`src/pool_engine_cfg.svh`:
```
`ifndef POOL_ENGINE_CFG_SVH
`define POOL_ENGINE_CFG_SVH

// Lanes per atom, also words per DMA burst
`define POOL_BURST_LEN 16

// One feature map sample
`define POOL_SAMPLE_W 16

// Lane sum width, holds 64 full-scale samples
`define POOL_ACC_W 24

// DMA word address
`define POOL_ADDR_W 30

// Sides, kernel and stride fields
`define POOL_SIDE_W 8

// Largest supported window edge
`define POOL_MAX_KERNEL 8

`endif
```
`src/pool_pkg.sv`:
```
`include "pool_engine_cfg.svh"

package pool_pkg;

	typedef logic [`POOL_SAMPLE_W-1:0] sample_t;  // Unsigned sample

	// One pixel across the channel group, lane 0 in the low bits
	typedef sample_t [`POOL_BURST_LEN-1:0] atom_t;

	typedef logic [`POOL_ACC_W-1:0] acc_t;  // Lane max or lane sum
	typedef acc_t [`POOL_BURST_LEN-1:0] acc_atom_t;

	typedef logic [`POOL_ADDR_W-1:0] addr_t;  // DMA word address
	typedef logic [`POOL_SIDE_W-1:0] side_t;  // Sides, kernel, stride

	// Command codes as used by the host
	typedef enum logic [2:0] {
		OP_MAXPOOL = 3'd4,
		OP_AVEPOOL = 3'd5
	} op_t;

endpackage

```
`src/pool_engine.sv`:
```
`timescale 1ns/1ns

module pool_engine (
	input  logic              clk,
	input  logic              rst,
	input  logic              i_engine_valid,
	input  pool_pkg::op_t     i_op_type,
	input  pool_pkg::side_t   i_kernel,
	input  pool_pkg::side_t   i_stride,
	input  pool_pkg::side_t   i_i_side,
	input  pool_pkg::side_t   i_o_side,
	input  pool_pkg::addr_t   i_data_start_addr,
	input  pool_pkg::addr_t   i_result_start_addr,
	output logic              o_engine_ready,
	output logic              o_rd_en,
	output pool_pkg::addr_t   o_rd_addr,
	input  logic              i_rd_we,
	input  pool_pkg::sample_t i_rd_data,
	output logic              o_wr_en,
	output pool_pkg::addr_t   o_wr_addr,
	output pool_pkg::sample_t o_wr_data,
	output logic              o_wr_valid,
	input  logic              i_wr_re
);
	logic                start;
	pool_pkg::op_t       op;
	pool_pkg::side_t     kernel;
	pool_pkg::side_t     stride;
	pool_pkg::side_t     i_side;
	pool_pkg::side_t     o_side;
	pool_pkg::addr_t     data_start;
	pool_pkg::addr_t     result_start;
	pool_pkg::side_t     window_count;
	logic                cmd_done;
	pool_pkg::addr_t     pix_wr_addr;   // Result address of pixel in flight
	logic                window_first;
	logic                window_last;
	logic                last_pixel;
	logic                pixel_done;
	pool_pkg::atom_t     atom;
	logic                atom_valid;
	pool_pkg::acc_atom_t pool;
	logic                pool_valid;

	pool_cmd_regs pool_cmd_regs_inst (
		.clk                 (clk),
		.rst                 (rst),
		.i_engine_valid      (i_engine_valid),
		.i_op_type           (i_op_type),
		.i_kernel            (i_kernel),
		.i_stride            (i_stride),
		.i_i_side            (i_i_side),
		.i_o_side            (i_o_side),
		.i_data_start_addr   (i_data_start_addr),
		.i_result_start_addr (i_result_start_addr),
		.i_cmd_done          (cmd_done),
		.o_start             (start),
		.o_op                (op),
		.o_kernel            (kernel),
		.o_stride            (stride),
		.o_i_side            (i_side),
		.o_o_side            (o_side),
		.o_data_start        (data_start),
		.o_result_start      (result_start),
		.o_window_count      (window_count),
		.o_engine_ready      (o_engine_ready)
	);

	pool_addr_gen pool_addr_gen_inst (
		.clk            (clk),
		.rst            (rst),
		.i_start        (start),
		.i_kernel       (kernel),
		.i_stride       (stride),
		.i_i_side       (i_side),
		.i_o_side       (o_side),
		.i_data_start   (data_start),
		.i_result_start (result_start),
		.i_atom_valid   (atom_valid),
		.i_pixel_done   (pixel_done),
		.o_rd_en        (o_rd_en),
		.o_rd_addr      (o_rd_addr),
		.o_wr_addr      (pix_wr_addr),
		.o_window_first (window_first),
		.o_window_last  (window_last),
		.o_last_pixel   (last_pixel)
	);

	atom_deserializer atom_deserializer_inst (
		.clk          (clk),
		.rst          (rst),
		.i_rd_we      (i_rd_we),
		.i_rd_data    (i_rd_data),
		.o_atom       (atom),
		.o_atom_valid (atom_valid)
	);

	pool_lane_array pool_lane_array_inst (
		.clk            (clk),
		.rst            (rst),
		.i_op           (op),
		.i_atom         (atom),
		.i_atom_valid   (atom_valid),
		.i_window_first (window_first),
		.i_window_last  (window_last),
		.o_pool         (pool),
		.o_pool_valid   (pool_valid)
	);

	result_writer result_writer_inst (
		.clk            (clk),
		.rst            (rst),
		.i_op           (op),
		.i_window_count (window_count),
		.i_pool         (pool),
		.i_pool_valid   (pool_valid),
		.i_wr_addr      (pix_wr_addr),
		.i_last_pixel   (last_pixel),
		.i_wr_re        (i_wr_re),
		.o_wr_en        (o_wr_en),
		.o_wr_addr      (o_wr_addr),
		.o_wr_data      (o_wr_data),
		.o_wr_valid     (o_wr_valid),
		.o_pixel_done   (pixel_done),
		.o_cmd_done     (cmd_done)
	);

endmodule

```
`src/result_writer.sv`:
```
`timescale 1ns/1ns
`include "pool_engine_cfg.svh"

module result_writer (
	input  logic                clk,
	input  logic                rst,
	input  pool_pkg::op_t       i_op,
	input  pool_pkg::side_t     i_window_count,
	input  pool_pkg::acc_atom_t i_pool,
	input  logic                i_pool_valid,
	input  pool_pkg::addr_t     i_wr_addr,
	input  logic                i_last_pixel,
	input  logic                i_wr_re,
	output logic                o_wr_en,
	output pool_pkg::addr_t     o_wr_addr,
	output pool_pkg::sample_t   o_wr_data,
	output logic                o_wr_valid,
	output logic                o_pixel_done,
	output logic                o_cmd_done
);
	localparam int ACC_W  = `POOL_ACC_W;
	localparam int LANE_W = $clog2(`POOL_BURST_LEN);
	localparam int STEP_W = $clog2(ACC_W);
	localparam logic [LANE_W-1:0] LAST_LANE = LANE_W'(`POOL_BURST_LEN - 1);
	localparam logic [STEP_W-1:0] LAST_STEP = STEP_W'(ACC_W - 1);

	typedef enum logic [1:0] {st_idle, st_div, st_send, st_fin} state_t;
	typedef logic [ACC_W:0] wide_t;

	state_t              state;
	logic [LANE_W-1:0]   div_lane;   // Lane being divided
	logic [LANE_W-1:0]   wr_lane;    // Next lane to send
	logic [STEP_W-1:0]   step;       // Divider bit position
	pool_pkg::acc_atom_t pool_buf;
	pool_pkg::atom_t     res;        // Final samples of the pixel
	pool_pkg::acc_t      quo;        // Dividend in, quotient out
	pool_pkg::acc_t      rem;
	wide_t               rem_sh;
	wide_t               divisor;
	logic                fits;
	pool_pkg::acc_t      rem_next;
	pool_pkg::acc_t      quo_next;

	// Restoring divider, one quotient bit per cycle
	assign divisor  = wide_t'(i_window_count);
	assign rem_sh   = {rem, quo[ACC_W-1]};
	assign fits     = (rem_sh >= divisor);
	assign rem_next = fits ? pool_pkg::acc_t'(rem_sh - divisor) : pool_pkg::acc_t'(rem_sh);
	assign quo_next = {quo[ACC_W-2:0], fits};

	always_ff @(posedge clk or posedge rst) begin
		if (rst) begin
			state        <= st_idle;
			o_wr_en      <= 1'b0;
			o_wr_valid   <= 1'b0;
			o_pixel_done <= 1'b0;
			o_cmd_done   <= 1'b0;
			div_lane     <= '0;
			wr_lane      <= '0;
			step         <= '0;
		end else begin
			o_wr_valid   <= 1'b0;
			o_pixel_done <= 1'b0;
			o_cmd_done   <= 1'b0;
			case (state)
				st_idle: if (i_pool_valid) begin
					div_lane <= '0;
					wr_lane  <= '0;
					step     <= '0;
					if (i_op == pool_pkg::OP_AVEPOOL) begin
						state <= st_div;
					end else begin
						state   <= st_send;
						o_wr_en <= 1'b1;  // Maxpool goes straight out
					end
				end
				st_div: begin
					step <= step + 1'b1;
					if (step == LAST_STEP) begin
						step     <= '0;
						div_lane <= div_lane + 1'b1;
						if (div_lane == LAST_LANE) begin
							state   <= st_send;
							o_wr_en <= 1'b1;
						end
					end
				end
				st_send: if (i_wr_re) begin
					o_wr_en    <= 1'b0;  // Burst accepted by DMA
					o_wr_valid <= 1'b1;
					wr_lane    <= wr_lane + 1'b1;
					if (wr_lane == LAST_LANE)
						state <= st_fin;
				end
				st_fin: begin
					o_pixel_done <= 1'b1;
					o_cmd_done   <= i_last_pixel;
					state        <= st_idle;
				end
				default: state <= st_idle;
			endcase
		end
	end

	always_ff @(posedge clk) begin
		case (state)
			st_idle: if (i_pool_valid) begin
				pool_buf  <= i_pool;
				o_wr_addr <= i_wr_addr;
				quo       <= i_pool[0];
				rem       <= '0;
				for (int l = 0; l < `POOL_BURST_LEN; l++)
					res[l] <= pool_pkg::sample_t'(i_pool[l]);  // Lane max fits a sample
			end
			st_div: if (step == LAST_STEP) begin
				res[div_lane] <= pool_pkg::sample_t'(quo_next);
				quo           <= pool_buf[div_lane + 1'b1];  // Load next lane
				rem           <= '0;
			end else begin
				quo <= quo_next;
				rem <= rem_next;
			end
			st_send: if (i_wr_re)
				o_wr_data <= res[wr_lane];
			default: ;
		endcase
	end

	// Walker must hold the next window until o_pixel_done
	a_no_overrun: assert property (@(posedge clk) disable iff (rst)
		i_pool_valid |-> (state == st_idle));

endmodule

```
`src/pool_lane_array.sv`:
```
`timescale 1ns/1ns
`include "pool_engine_cfg.svh"

module pool_lane_array (
	input  logic                clk,
	input  logic                rst,
	input  pool_pkg::op_t       i_op,
	input  pool_pkg::atom_t     i_atom,
	input  logic                i_atom_valid,
	input  logic                i_window_first,
	input  logic                i_window_last,
	output pool_pkg::acc_atom_t o_pool,
	output logic                o_pool_valid
);
	logic win_open;  // Window started, result not yet out

	always_ff @(posedge clk or posedge rst) begin
		if (rst) begin
			o_pool_valid <= 1'b0;
			win_open     <= 1'b0;
		end else begin
			o_pool_valid <= i_atom_valid && i_window_last;  // Result sits in o_pool
			if (i_atom_valid) begin
				if (i_window_last)
					win_open <= 1'b0;
				else if (i_window_first)
					win_open <= 1'b1;
			end
		end
	end

	// One reducer per lane, all lanes in step
	always_ff @(posedge clk) begin
		if (i_atom_valid) begin
			for (int l = 0; l < `POOL_BURST_LEN; l++) begin
				if (i_window_first)
					o_pool[l] <= pool_pkg::acc_t'(i_atom[l]);  // Fresh window
				else if (i_op == pool_pkg::OP_AVEPOOL)
					o_pool[l] <= o_pool[l] + pool_pkg::acc_t'(i_atom[l]);
				else if (pool_pkg::acc_t'(i_atom[l]) > o_pool[l])
					o_pool[l] <= pool_pkg::acc_t'(i_atom[l]);  // Keep the larger
			end
		end
	end

	// Window ordering from the walker
	a_first_before_last: assert property (@(posedge clk) disable iff (rst)
		(i_atom_valid && i_window_last) |-> (win_open || i_window_first));

endmodule

```
`src/atom_deserializer.sv`:
```
`timescale 1ns/1ns
`include "pool_engine_cfg.svh"

module atom_deserializer (
	input  logic              clk,
	input  logic              rst,
	input  logic              i_rd_we,
	input  pool_pkg::sample_t i_rd_data,
	output pool_pkg::atom_t   o_atom,
	output logic              o_atom_valid
);
	localparam int CNT_W = $clog2(`POOL_BURST_LEN);
	localparam logic [CNT_W-1:0] LAST_WORD = CNT_W'(`POOL_BURST_LEN - 1);

	logic [CNT_W-1:0] word_cnt;  // Words of current burst seen

	always_ff @(posedge clk or posedge rst) begin
		if (rst) begin
			word_cnt     <= '0;
			o_atom_valid <= 1'b0;
		end else begin
			o_atom_valid <= i_rd_we && (word_cnt == LAST_WORD);
			if (i_rd_we) begin
				if (word_cnt == LAST_WORD)
					word_cnt <= '0;
				else
					word_cnt <= word_cnt + 1'b1;
			end
		end
	end

	// New word enters the top lane, lane 0 ends at the bottom
	always_ff @(posedge clk) begin
		if (i_rd_we)
			o_atom <= {i_rd_data, o_atom[`POOL_BURST_LEN-1:1]};
	end

endmodule

```
`src/pool_addr_gen.sv`:
```
`timescale 1ns/1ns
`include "pool_engine_cfg.svh"

module pool_addr_gen (
	input  logic            clk,
	input  logic            rst,
	input  logic            i_start,
	input  pool_pkg::side_t i_kernel,
	input  pool_pkg::side_t i_stride,
	input  pool_pkg::side_t i_i_side,
	input  pool_pkg::side_t i_o_side,
	input  pool_pkg::addr_t i_data_start,
	input  pool_pkg::addr_t i_result_start,
	input  logic            i_atom_valid,
	input  logic            i_pixel_done,
	output logic            o_rd_en,
	output pool_pkg::addr_t o_rd_addr,
	output pool_pkg::addr_t o_wr_addr,
	output logic            o_window_first,
	output logic            o_window_last,
	output logic            o_last_pixel
);
	localparam pool_pkg::addr_t ATOM_WORDS = pool_pkg::addr_t'(`POOL_BURST_LEN);

	typedef enum logic [1:0] {st_idle, st_req, st_wait_atom, st_wait_pix} state_t;

	state_t          state;
	pool_pkg::side_t oy;         // Output row
	pool_pkg::side_t ox;         // Output column
	pool_pkg::side_t wy;         // Row inside window
	pool_pkg::side_t wx;         // Column inside window
	pool_pkg::addr_t row_base;   // First window of current output row
	pool_pkg::addr_t win_base;   // Top-left atom of current window
	pool_pkg::addr_t rd_ptr;     // Next atom to fetch
	pool_pkg::addr_t col_step;
	pool_pkg::addr_t row_step;
	pool_pkg::addr_t line_jump;
	logic            rd_outstanding;

	assign col_step = pool_pkg::addr_t'(i_stride) * ATOM_WORDS;
	assign row_step = pool_pkg::addr_t'(i_stride) * pool_pkg::addr_t'(i_i_side) * ATOM_WORDS;
	// End of a window row to start of the next, skipping i_side - kernel atoms
	assign line_jump = (pool_pkg::addr_t'(i_i_side) - pool_pkg::addr_t'(i_kernel) + 1'b1) *
		ATOM_WORDS;

	assign o_window_first = (wy == '0) && (wx == '0);
	assign o_window_last  = (wy == i_kernel - 1'b1) && (wx == i_kernel - 1'b1);
	assign o_last_pixel   = (oy == i_o_side - 1'b1) && (ox == i_o_side - 1'b1);

	always_ff @(posedge clk or posedge rst) begin
		if (rst) begin
			state          <= st_idle;
			o_rd_en        <= 1'b0;
			rd_outstanding <= 1'b0;
			oy             <= '0;
			ox             <= '0;
			wy             <= '0;
			wx             <= '0;
		end else begin
			o_rd_en <= 1'b0;  // One pulse per burst
			if (o_rd_en)
				rd_outstanding <= 1'b1;
			else if (i_atom_valid)
				rd_outstanding <= 1'b0;
			case (state)
				st_idle: if (i_start) begin
					oy    <= '0;
					ox    <= '0;
					wy    <= '0;
					wx    <= '0;
					state <= st_req;
				end
				st_req: begin
					o_rd_en <= 1'b1;
					state   <= st_wait_atom;
				end
				st_wait_atom: if (i_atom_valid) begin
					if (o_window_last) begin
						state <= st_wait_pix;  // Hold until the writer drains
					end else begin
						state <= st_req;
						if (wx == i_kernel - 1'b1) begin
							wx <= '0;
							wy <= wy + 1'b1;
						end else
							wx <= wx + 1'b1;
					end
				end
				st_wait_pix: if (i_pixel_done) begin
					wx <= '0;
					wy <= '0;
					if (o_last_pixel) begin
						state <= st_idle;
					end else begin
						state <= st_req;
						if (ox == i_o_side - 1'b1) begin
							ox <= '0;
							oy <= oy + 1'b1;
						end else
							ox <= ox + 1'b1;
					end
				end
				default: state <= st_idle;
			endcase
		end
	end

	// Address registers follow the counters above
	always_ff @(posedge clk) begin
		case (state)
			st_idle: if (i_start) begin
				row_base  <= i_data_start;
				win_base  <= i_data_start;
				rd_ptr    <= i_data_start;
				o_wr_addr <= i_result_start;
			end
			st_req: o_rd_addr <= rd_ptr;
			st_wait_atom: if (i_atom_valid && !o_window_last)
				rd_ptr <= (wx == i_kernel - 1'b1) ? rd_ptr + line_jump : rd_ptr + ATOM_WORDS;
			st_wait_pix: if (i_pixel_done && !o_last_pixel) begin
				o_wr_addr <= o_wr_addr + ATOM_WORDS;  // Results are dense, row-major
				if (ox == i_o_side - 1'b1) begin
					row_base <= row_base + row_step;
					win_base <= row_base + row_step;
					rd_ptr   <= row_base + row_step;
				end else begin
					win_base <= win_base + col_step;
					rd_ptr   <= win_base + col_step;
				end
			end
			default: ;
		endcase
	end

	a_one_burst: assert property (@(posedge clk) disable iff (rst)
		o_rd_en |-> !rd_outstanding);

endmodule

```
`src/pool_cmd_regs.sv`:
```
`timescale 1ns/1ns
`include "pool_engine_cfg.svh"

module pool_cmd_regs (
	input  logic            clk,
	input  logic            rst,
	input  logic            i_engine_valid,
	input  pool_pkg::op_t   i_op_type,
	input  pool_pkg::side_t i_kernel,
	input  pool_pkg::side_t i_stride,
	input  pool_pkg::side_t i_i_side,
	input  pool_pkg::side_t i_o_side,
	input  pool_pkg::addr_t i_data_start_addr,
	input  pool_pkg::addr_t i_result_start_addr,
	input  logic            i_cmd_done,
	output logic            o_start,
	output pool_pkg::op_t   o_op,
	output pool_pkg::side_t o_kernel,
	output pool_pkg::side_t o_stride,
	output pool_pkg::side_t o_i_side,
	output pool_pkg::side_t o_o_side,
	output pool_pkg::addr_t o_data_start,
	output pool_pkg::addr_t o_result_start,
	output pool_pkg::side_t o_window_count,
	output logic            o_engine_ready
);
	logic busy;    // Command in progress
	logic accept;  // Host strobe taken this cycle

	assign accept = i_engine_valid && !busy;  // Strobes while busy are dropped

	always_ff @(posedge clk or posedge rst) begin
		if (rst) begin
			busy           <= 1'b0;
			o_start        <= 1'b0;
			o_engine_ready <= 1'b0;
		end else begin
			o_start <= accept;  // Kick the walker one cycle later
			if (accept) begin
				busy           <= 1'b1;
				o_engine_ready <= 1'b0;
			end else if (i_cmd_done) begin
				busy           <= 1'b0;
				o_engine_ready <= 1'b1;  // Last result word is out
			end
		end
	end

	// Layer fields, held for the whole command
	always_ff @(posedge clk) begin
		if (accept) begin
			o_op           <= i_op_type;
			o_kernel       <= i_kernel;
			o_stride       <= i_stride;
			o_i_side       <= i_i_side;
			o_o_side       <= i_o_side;
			o_data_start   <= i_data_start_addr;
			o_result_start <= i_result_start_addr;
			o_window_count <= i_kernel * i_kernel;  // Divisor for avepool
		end
	end

	a_op_legal: assert property (@(posedge clk) disable iff (rst)
		accept |-> (i_op_type inside {pool_pkg::OP_MAXPOOL, pool_pkg::OP_AVEPOOL}));

	a_kernel_range: assert property (@(posedge clk) disable iff (rst)
		accept |-> (i_kernel >= 1 && i_kernel <= `POOL_MAX_KERNEL));

	// Output side must match the geometry, no padding
	a_side_match: assert property (@(posedge clk) disable iff (rst)
		accept |-> (i_stride != '0 &&
			i_o_side == pool_pkg::side_t'((i_i_side - i_kernel) / i_stride + 1'b1)));

endmodule

```
`config.mk`:
```
export PLATFORM = sky130hd
export DESIGN_NAME = pool_engine
export DESIGN_NICKNAME = d
export VERILOG_FILES = /design/src/pool_pkg.sv /design/src/pool_engine.sv /design/src/result_writer.sv /design/src/pool_lane_array.sv /design/src/atom_deserializer.sv /design/src/pool_addr_gen.sv /design/src/pool_cmd_regs.sv
export VERILOG_INCLUDE_DIRS = /design/src /design/src/src
export SDC_FILE = /design/constraint.sdc
export NUM_CORES = 2
export LEC_CHECK = 0
export BUFFER_PORTS_ARGS = -buffer_cell sky130_fd_sc_hd__buf_2
export CORE_MARGIN = 3
export CORE_UTILIZATION = 45
export CTS_BUF_LIST = sky130_fd_sc_hd__clkbuf_4
export CTS_CLUSTER_DIAMETER = 60
export DETAILED_ROUTE_END_ITERATION = 6
export PLACE_DENSITY_LB_ADDON = 0.05
export SLEW_MARGIN = 20
export SYNTH_ARGS = -nofsm -noshare
export SYNTH_HDL_FRONTEND = slang
export SYNTH_HIERARCHICAL = 1
export SYNTH_SLANG_ARGS = --single-unit
```
`constraint.sdc`:
```
create_clock -name clk -period 20.1 [get_ports clk]
set_input_delay 4.02 -clock clk [delete_from_list [all_inputs] [get_ports clk]]
set_output_delay 4.02 -clock clk [all_outputs]
set_load 0.02 [all_outputs]
```
**Word level (Yosys, flattened, before mapping)**

Cells that the tools add are included.

- Register bits after elaboration: 1,690
- Latch bits: 0
- Memory bits (writable): 0
- ROM bits: 0
- Input bits: 116
- Output and inout port bits: 80
- Memories: 0

- Add/subtract/negate cells: 34
- Multiply operators: 2
- Divide/modulo/power cells: 0
- $lt $le $gt $ge: 21
- Equal/unequal tests: 30
- Shift operators: 0
- Multiplexer cells: 133
- Bitwise gates (word level): 0
- Reductions and logical operators: 69

Operators by type and width:

| operator | number |
|---|---|
| $mux 24 | 38 |
| $mux 256 | 2 |
| $pmux 256 s2 | 1 |
| $add 24x16->24 | 16 |
| $gt 16x24->1 | 16 |
| $mux 16 | 18 |
| $mux 30 | 9 |
| $bwmux 256 | 1 |
| $pmux 30 s2 | 3 |
| $mux 8 | 14 |
| $bmux 24 s4 | 1 |
| $pmux 24 s2 | 2 |
| $pmux 30 s3 | 1 |
| $bmux 16 s4 | 1 |
| $demux 16 s4 | 1 |
| $add 30x5->30 const B | 2 |
| $reduce_bool 3->1 | 18 |
| $pmux 8 s3 | 2 |
| $reduce_and 2->1 | 19 |
| $add 8x1->8 const B | 4 |
| $eq 8x8->1 | 4 |
| $pmux 8 s2 | 2 |
| $add 30x12->30 | 1 |
| $add 30x20->30 | 1 |
| other kinds (36) | 112 |

**Longest topological paths before layout**

- Depth in word-level cells: 7
- Gate-level depth with buffers: 26

**Cells and area by module**

The synthesis kept the hierarchy.

Modules (own cells, without submodules):

| module | instances | cells each | area each (um^2) | sequential area each (um^2) |
|---|---|---|---|---|
| pool_lane_array | 1 | 4,032 | 35,178.7 | 11,556.1 |
| result_writer | 1 | 1,743 | 32,268.4 | 22,516.6 |
| pool_addr_gen | 1 | 1,558 | 14,764.2 | 5,380.2 |
| atom_deserializer | 1 | 276 | 7,903.8 | 7,812.5 |
| pool_cmd_regs | 1 | 178 | 3,712.3 | 3,108.0 |

**Worst setup path before layout**

Ideal clock, no wire load.

- Path type: flip-flop to flip-flop
- Start: reg result_writer_inst.state[0]
- End: reg result_writer_inst.o_wr_addr[0] (enable)
- Library setup time: 0.830 ns
- Arrival time: 10.197 ns
- Slack: 9.072 ns
- Stages on the path, launching flop included: 5
- Buffers on the path: 1
- Period minus slack after synthesis: 11.028 ns
- Cells stage by stage: dfrtp_1 -> inv_1 -> ha_1 -> clkbuf_1 -> and2_1

- Word-level cells in the longest chain between the ends: 2

Ends and longest elaborated chain:

| element | RTL line | text |
|---|---|---|
| from (decl) | result_writer.sv:30 | `state_t state;` |
| from (signal assigned) | result_writer.sv:53 | `state <= st_idle;` |
| from (signal assigned) | result_writer.sv:71 | `state <= st_div;` |
| from (signal assigned) | result_writer.sv:73 | `state <= st_send;` |
| $logic_not 2->1 | result_writer.sv:106 | `case (state)` |
| $reduce_and 2->1 (no source line) | n/a |  |
| to (signal assigned) | result_writer.sv:109 | `o_wr_addr <= i_wr_addr;` |
| to (decl) | result_writer.sv:15 | `output pool_pkg::addr_t o_wr_addr,` |

Every way passes these cells.
A chain may end at the register's enable or synchronous reset.

**Final worst setup path**

- Start: reg pool_cmd_regs_inst.o_i_side[3]
- End: reg pool_addr_gen_inst.rd_ptr[29], data pin

- Word-level cells in the longest chain between the ends: 6

Ends and longest elaborated chain:

| element | RTL line | text |
|---|---|---|
| from (decl) | pool_cmd_regs.sv:20 | `output pool_pkg::side_t o_i_side,` |
| from (signal assigned) | pool_cmd_regs.sv:55 | `o_i_side <= i_i_side;` |
| $sub 8x8->9 | pool_addr_gen.sv:43 | `assign line_jump = (pool_pkg::addr_t'(i_i_side) - pool_pkg::addr_t'(i_kernel) + 1'b1) *` |
| $add 26x1->26 | pool_addr_gen.sv:43 |  |
| $add 30x30->30 | pool_addr_gen.sv:119 | `rd_ptr <= (wx == i_kernel - 1'b1) ? rd_ptr + line_jump : rd_ptr + ATOM_WORDS;` |
| $mux 30 | pool_addr_gen.sv:119 |  |
| $mux 30 | pool_addr_gen.sv:118 | `st_wait_atom: if (i_atom_valid && !o_window_last)` |
| $pmux 30 s3 (*) | pool_addr_gen.sv:110 | `case (state)` |
| to (signal assigned) | pool_addr_gen.sv:114 | `rd_ptr <= i_data_start;` |
| to (signal assigned) | pool_addr_gen.sv:119 |  |
| to (signal assigned) | pool_addr_gen.sv:125 | `rd_ptr <= row_base + row_step;` |
| to (decl) | pool_addr_gen.sv:34 | `pool_pkg::addr_t rd_ptr;` |

Every way passes the cells marked *; elsewhere a longest branch is shown, timed or not. The select of a mux whose other input is x is not followed.

==> insert_results.sql <==
INSERT INTO impl_metrics (metric_group, metric, value, unit) VALUES
('critical_path', 'endpoint_kind', 'flip-flop', ''),
('die', 'die_width', '463', 'um'),
('critical_path', 'critical_path.top_delay_family', 'adder cells', ''),
('clock_network', 'clkTransAtPathRegs', '0.07', 'ns'),
('logic_synthesis', 'post_synth.cell_area_avg', '12.0', 'um^2'),
('timing', 'worst_slew_margin_rel', '17.7', '%'),
('detailed_routing', 'drt_wl_total', '290000', 'um'),
('logic_synthesis', 'synth_enable_flop_cells', '1625', ''),
('timing', 'grt_setup_unrepaired', 'false', ''),
('detailed_routing', 'drcViolationCount', '0', ''),
('critical_path', 'critical_path_class', 'reg -> reg', ''),
('placement', 'post-dp-hpwl', '210000', 'um'),
('power', 'power.static_leakage', '39.8', 'nW'),
('global_route', 'antenna_violations_before_repair', '22', ''),
('critical_path', 'cp.buffers_inverters', '3', ''),
('flow_run', 'max-cap-violations', '0', ''),
('detailed_routing', 'route.vias.total', '65750', ''),
('die', 'core_area', '0.206', 'mm^2'),
('final_layout', 'layout.cells.non_filler', '11389', ''),
('clock_network', 'cts_htree_levels', '5', ''),
('global_route', 'grt_start_max_net_pins', '173', ''),
('placement', 'gp_congestion', '0.891', ''),
('timing', 'highest_attainable_clock_frequency', '137', 'MHz'),
('die', 'rows', '166', ''),
('clock_network', 'tritoncts.num_buffers', '467', ''),
('logic_synthesis', 'portion_of_the_post_synthesis_area_used_by_sequential_elements', '53.7', '%'),
('detailed_routing', 'post_drt_wl_per_cell', '25.5', 'um'),
('final_layout', 'synthToLayoutAreaGrowth', '10.4', '%'),
('detailed_routing', 'avgViaCountPerCell', '5.77', ''),
('die', 'die_h', '463', 'um'),
('die', 'floorplan.io_pins', '196', ''),
('critical_path', 'arrival', '8.42', 'ns'),
('die', 'design.die.area', '0.214', 'mm^2'),
('logic_synthesis', 'netlist_area', '0.0938', 'mm^2'),
('global_route', 'grt_pass1_wl', '426000', 'um'),
('global_route', 'busiest_layer', 'met2', ''),
('global_route', 'grt.overflow.total', '0', ''),
('timing', 'hold_violations', '0', ''),
('final_layout', 'final_net_count', '9084', ''),
('final_layout', 'layout.cells.most_common_list', '1,625 x sky130_fd_sc_hd__edfxtp_1, 702 x sky130_fd_sc_hd__nand2_1, 665 x sky130_fd_sc_hd__clkbuf_4', ''),
('detailed_routing', 'antenna_left', '0', ''),
('power', 'p_total', '10.7', 'mW'),
('timing', 'fin_tns_setup', '0', 'ns'),
('placement', 'number_of_port_buffers', '195', ''),
('global_route', 'groute.usage.overall', '26.6', '%'),
('logic_synthesis', 'number_of_standard_cells_after_synthesis', '7787', ''),
('clock_network', 'tritoncts_clock_tree', 'done', ''),
('global_route', 'grt_use_met1', '37.9', '%'),
('clock_network', 'clock-sinks', '1688', ''),
('logic_synthesis', 'proportion_of_synthesized_flip_flops_having_asynchronous_set_or_reset', '3.73', '%'),
('outcome', 'run_status', 'finished clean', ''),
('clock_network', 'post_cts_hold_buffer_count', '0', ''),
('timing', 'timing.clock.skew', '0.139', 'ns'),
('timing', 'slew_violations', '0', ''),
('critical_path', 'worst_ep_required_time', '21.24', 'ns'),
('detailed_routing', 'drt_iter0_markers', '6338', ''),
('critical_path', 'crit_path_max_incr_delay', '0.59', 'ns'),
('logic_synthesis', 'yosys_warnings', '6', ''),
('timing', 'post-route-period-util', '36.2', '%'),
('logic_synthesis', 'yosys_most_used_dff', 'sky130_fd_sc_hd__edfxtp_1', ''),
('detailed_routing', 'detailedRoute.firstPassIterationCount', '6', ''),
('power', 'power_density', '103', 'mW/mm^2'),
('timing', 'worstMarginPinSlew', '1.24', 'ns'),
('die', 'initial_utilization', '45.5', '%'),
('logic_synthesis', 'yosys.area.top_type', 'sky130_fd_sc_hd__edfxtp_1', ''),
('power', 'vdd_drop_max', '0.0831', 'mV'),
('timing', 'finalSetupViolations', '0', ''),
('clock_network', 'post_cts_buffers', '0', ''),
('logic_synthesis', 'yosys_register_bits', '1688', ''),
('critical_path', 'kind_of_start_point_of_the_critical_path', 'flip-flop', ''),
('timing', 'fin_crit', '7.28', 'ns');
[worst reg2reg max path, stage by stage (launching register included)]
cell	delay [ns]
sky130_fd_sc_hd__edfxtp_1	0.56
sky130_fd_sc_hd__and2_1	0.26
sky130_fd_sc_hd__fa_1	0.43
sky130_fd_sc_hd__fa_1	0.56
sky130_fd_sc_hd__inv_1	0.05
sky130_fd_sc_hd__fa_1	0.49
sky130_fd_sc_hd__fa_1	0.55
sky130_fd_sc_hd__inv_1	0.05
sky130_fd_sc_hd__ha_1	0.32
sky130_fd_sc_hd__a21oi_1	0.21
sky130_fd_sc_hd__o21bai_1	0.09
sky130_fd_sc_hd__a21oi_1	0.24
sky130_fd_sc_hd__o21bai_1	0.12
sky130_fd_sc_hd__a41oi_1	0.28
sky130_fd_sc_hd__nor2b_1	0.20
sky130_fd_sc_hd__xnor2_1	0.10
sky130_fd_sc_hd__ha_1	0.39
sky130_fd_sc_hd__inv_1	0.08
sky130_fd_sc_hd__o2111ai_1	0.20
sky130_fd_sc_hd__a21oi_1	0.10
sky130_fd_sc_hd__o31ai_2	0.59
sky130_fd_sc_hd__a31oi_1	0.22
sky130_fd_sc_hd__or3_4	0.41
sky130_fd_sc_hd__a31o_1	0.23
sky130_fd_sc_hd__or3b_1	0.37
[area by class of cell]
type | instances | area (um^2)
Sequential cell | 1688 | 50400
Multi-Input combinational cell | 5239 | 40200
Antenna cell | 18 | 45.0
Clock inverter | 150 | 679
Timing Repair Buffer | 273 | 1600
Tap cell | 2772 | 3470
Clock buffer | 665 | 4990
Fill cell | 18617 | 102000
Inverter | 584 | 2200
[per-layer routing]
metal,share of wire [%],routed length (um)
met1,45,130000
met2,46,133000
met3,6.5,18700
met4,3.0,8770
met5,0.011,31
[synth_stat cells, types with 18 or more instances]
library cell and number:
sky130_fd_sc_hd__edfxtp_1 1625, sky130_fd_sc_hd__a31oi_1 34, sky130_fd_sc_hd__o31ai_1 44, sky130_fd_sc_hd__o21bai_1 79, sky130_fd_sc_hd__nor3_1 95, sky130_fd_sc_hd__mux4_1 18, sky130_fd_sc_hd__dfrtp_1 63, sky130_fd_sc_hd__nor2_1 548
sky130_fd_sc_hd__o21ai_0 416, sky130_fd_sc_hd__o2bb2ai_1 230, sky130_fd_sc_hd__buf_1 18, sky130_fd_sc_hd__a21oi_1 407, sky130_fd_sc_hd__xnor2_1 305, sky130_fd_sc_hd__nor2b_1 93, sky130_fd_sc_hd__or4_1 19, sky130_fd_sc_hd__xor2_1 176
sky130_fd_sc_hd__or3_1 59, sky130_fd_sc_hd__nor3b_1 20, sky130_fd_sc_hd__nand3_1 142, sky130_fd_sc_hd__a211oi_1 27, sky130_fd_sc_hd__buf_2 30, sky130_fd_sc_hd__or2_2 18, sky130_fd_sc_hd__nand2b_1 77, sky130_fd_sc_hd__and3_1 65
sky130_fd_sc_hd__o21ai_1 29, sky130_fd_sc_hd__ha_1 650, sky130_fd_sc_hd__nand2_1 703, sky130_fd_sc_hd__fa_1 65, sky130_fd_sc_hd__o211ai_1 47, sky130_fd_sc_hd__o221ai_1 25, sky130_fd_sc_hd__o21a_1 25, sky130_fd_sc_hd__nor4_1 34
sky130_fd_sc_hd__a221oi_1 19, sky130_fd_sc_hd__mux4_2 182, sky130_fd_sc_hd__nand4_1 109, sky130_fd_sc_hd__a21o_1 99, sky130_fd_sc_hd__and2_1 92, sky130_fd_sc_hd__clkbuf_1 208, sky130_fd_sc_hd__inv_1 581, sky130_fd_sc_hd__mux2i_1 21
[flip-flops by register name (all words and copies together), names as in the netlist, 256 cells and up]
| register | count |
|---|---|
| result_writer_inst/pool_buf | 384 |
| pool_lane_array_inst/o_pool | 384 |
| atom_deserializer_inst/o_atom | 256 |
| result_writer_inst/res | 256 |
[report_power, final]
part	leakage (nW)	switching, mW	total, mW	internal, mW
sequential	15.8	0.350	4.95	4.60
combinational	20.6	1.76	2.67	0.918
clock	3.39	1.50	3.05	1.55
[per-stage QoR]
stage	instance area, um^2	setup slack, ns	hold WS [ns]
2_1_floorplan	93800	9.07	0.400
3_3_place_gp	97900	12.72	0.403
3_5_place_dp	97900	12.75	0.407
4_1_cts	104000	12.86	0.424
5_1_grt	104000	12.44	0.424
6_report	104000	12.82	0.421
[cell families after synthesis]
family	share of synthesized area, %
AND/OR/NAND/NOR	10.9
flip-flops	53.7
AO/OA/AOI/OAI	11.7
buffers and inverters	3.61
adder cells (fa/ha/maj)	10.1
XOR/XNOR	4.83
multiplexers	5.19
other	0.00800
[worst paths after layout]
check,depth (start not counted),start,to,slack [ns]
min,0,pool_addr_gen_inst/rd_ptr[2]$_DFFE_PP_,pool_addr_gen_inst/o_rd_addr[2]$_DFFE_PP_,0.42
max reg2reg,24,pool_cmd_regs_inst/o_i_side[3]$_DFFE_PP_,pool_addr_gen_inst/rd_ptr[29]$_DFFE_PP_,12.82
max,24,pool_cmd_regs_inst/o_i_side[3]$_DFFE_PP_,pool_addr_gen_inst/rd_ptr[29]$_DFFE_PP_,12.82
min reg2reg,0,pool_addr_gen_inst/rd_ptr[2]$_DFFE_PP_,pool_addr_gen_inst/o_rd_addr[2]$_DFFE_PP_,0.42
max in group asynchronous,3,rst,pool_addr_gen_inst/oy[7]$_DFFE_PP0P_,16.37
min in group asynchronous,2,rst,pool_lane_array_inst/o_pool_valid$_DFF_PP0_,2.61
No activity file was read; power rests on OpenSTA's default activity.
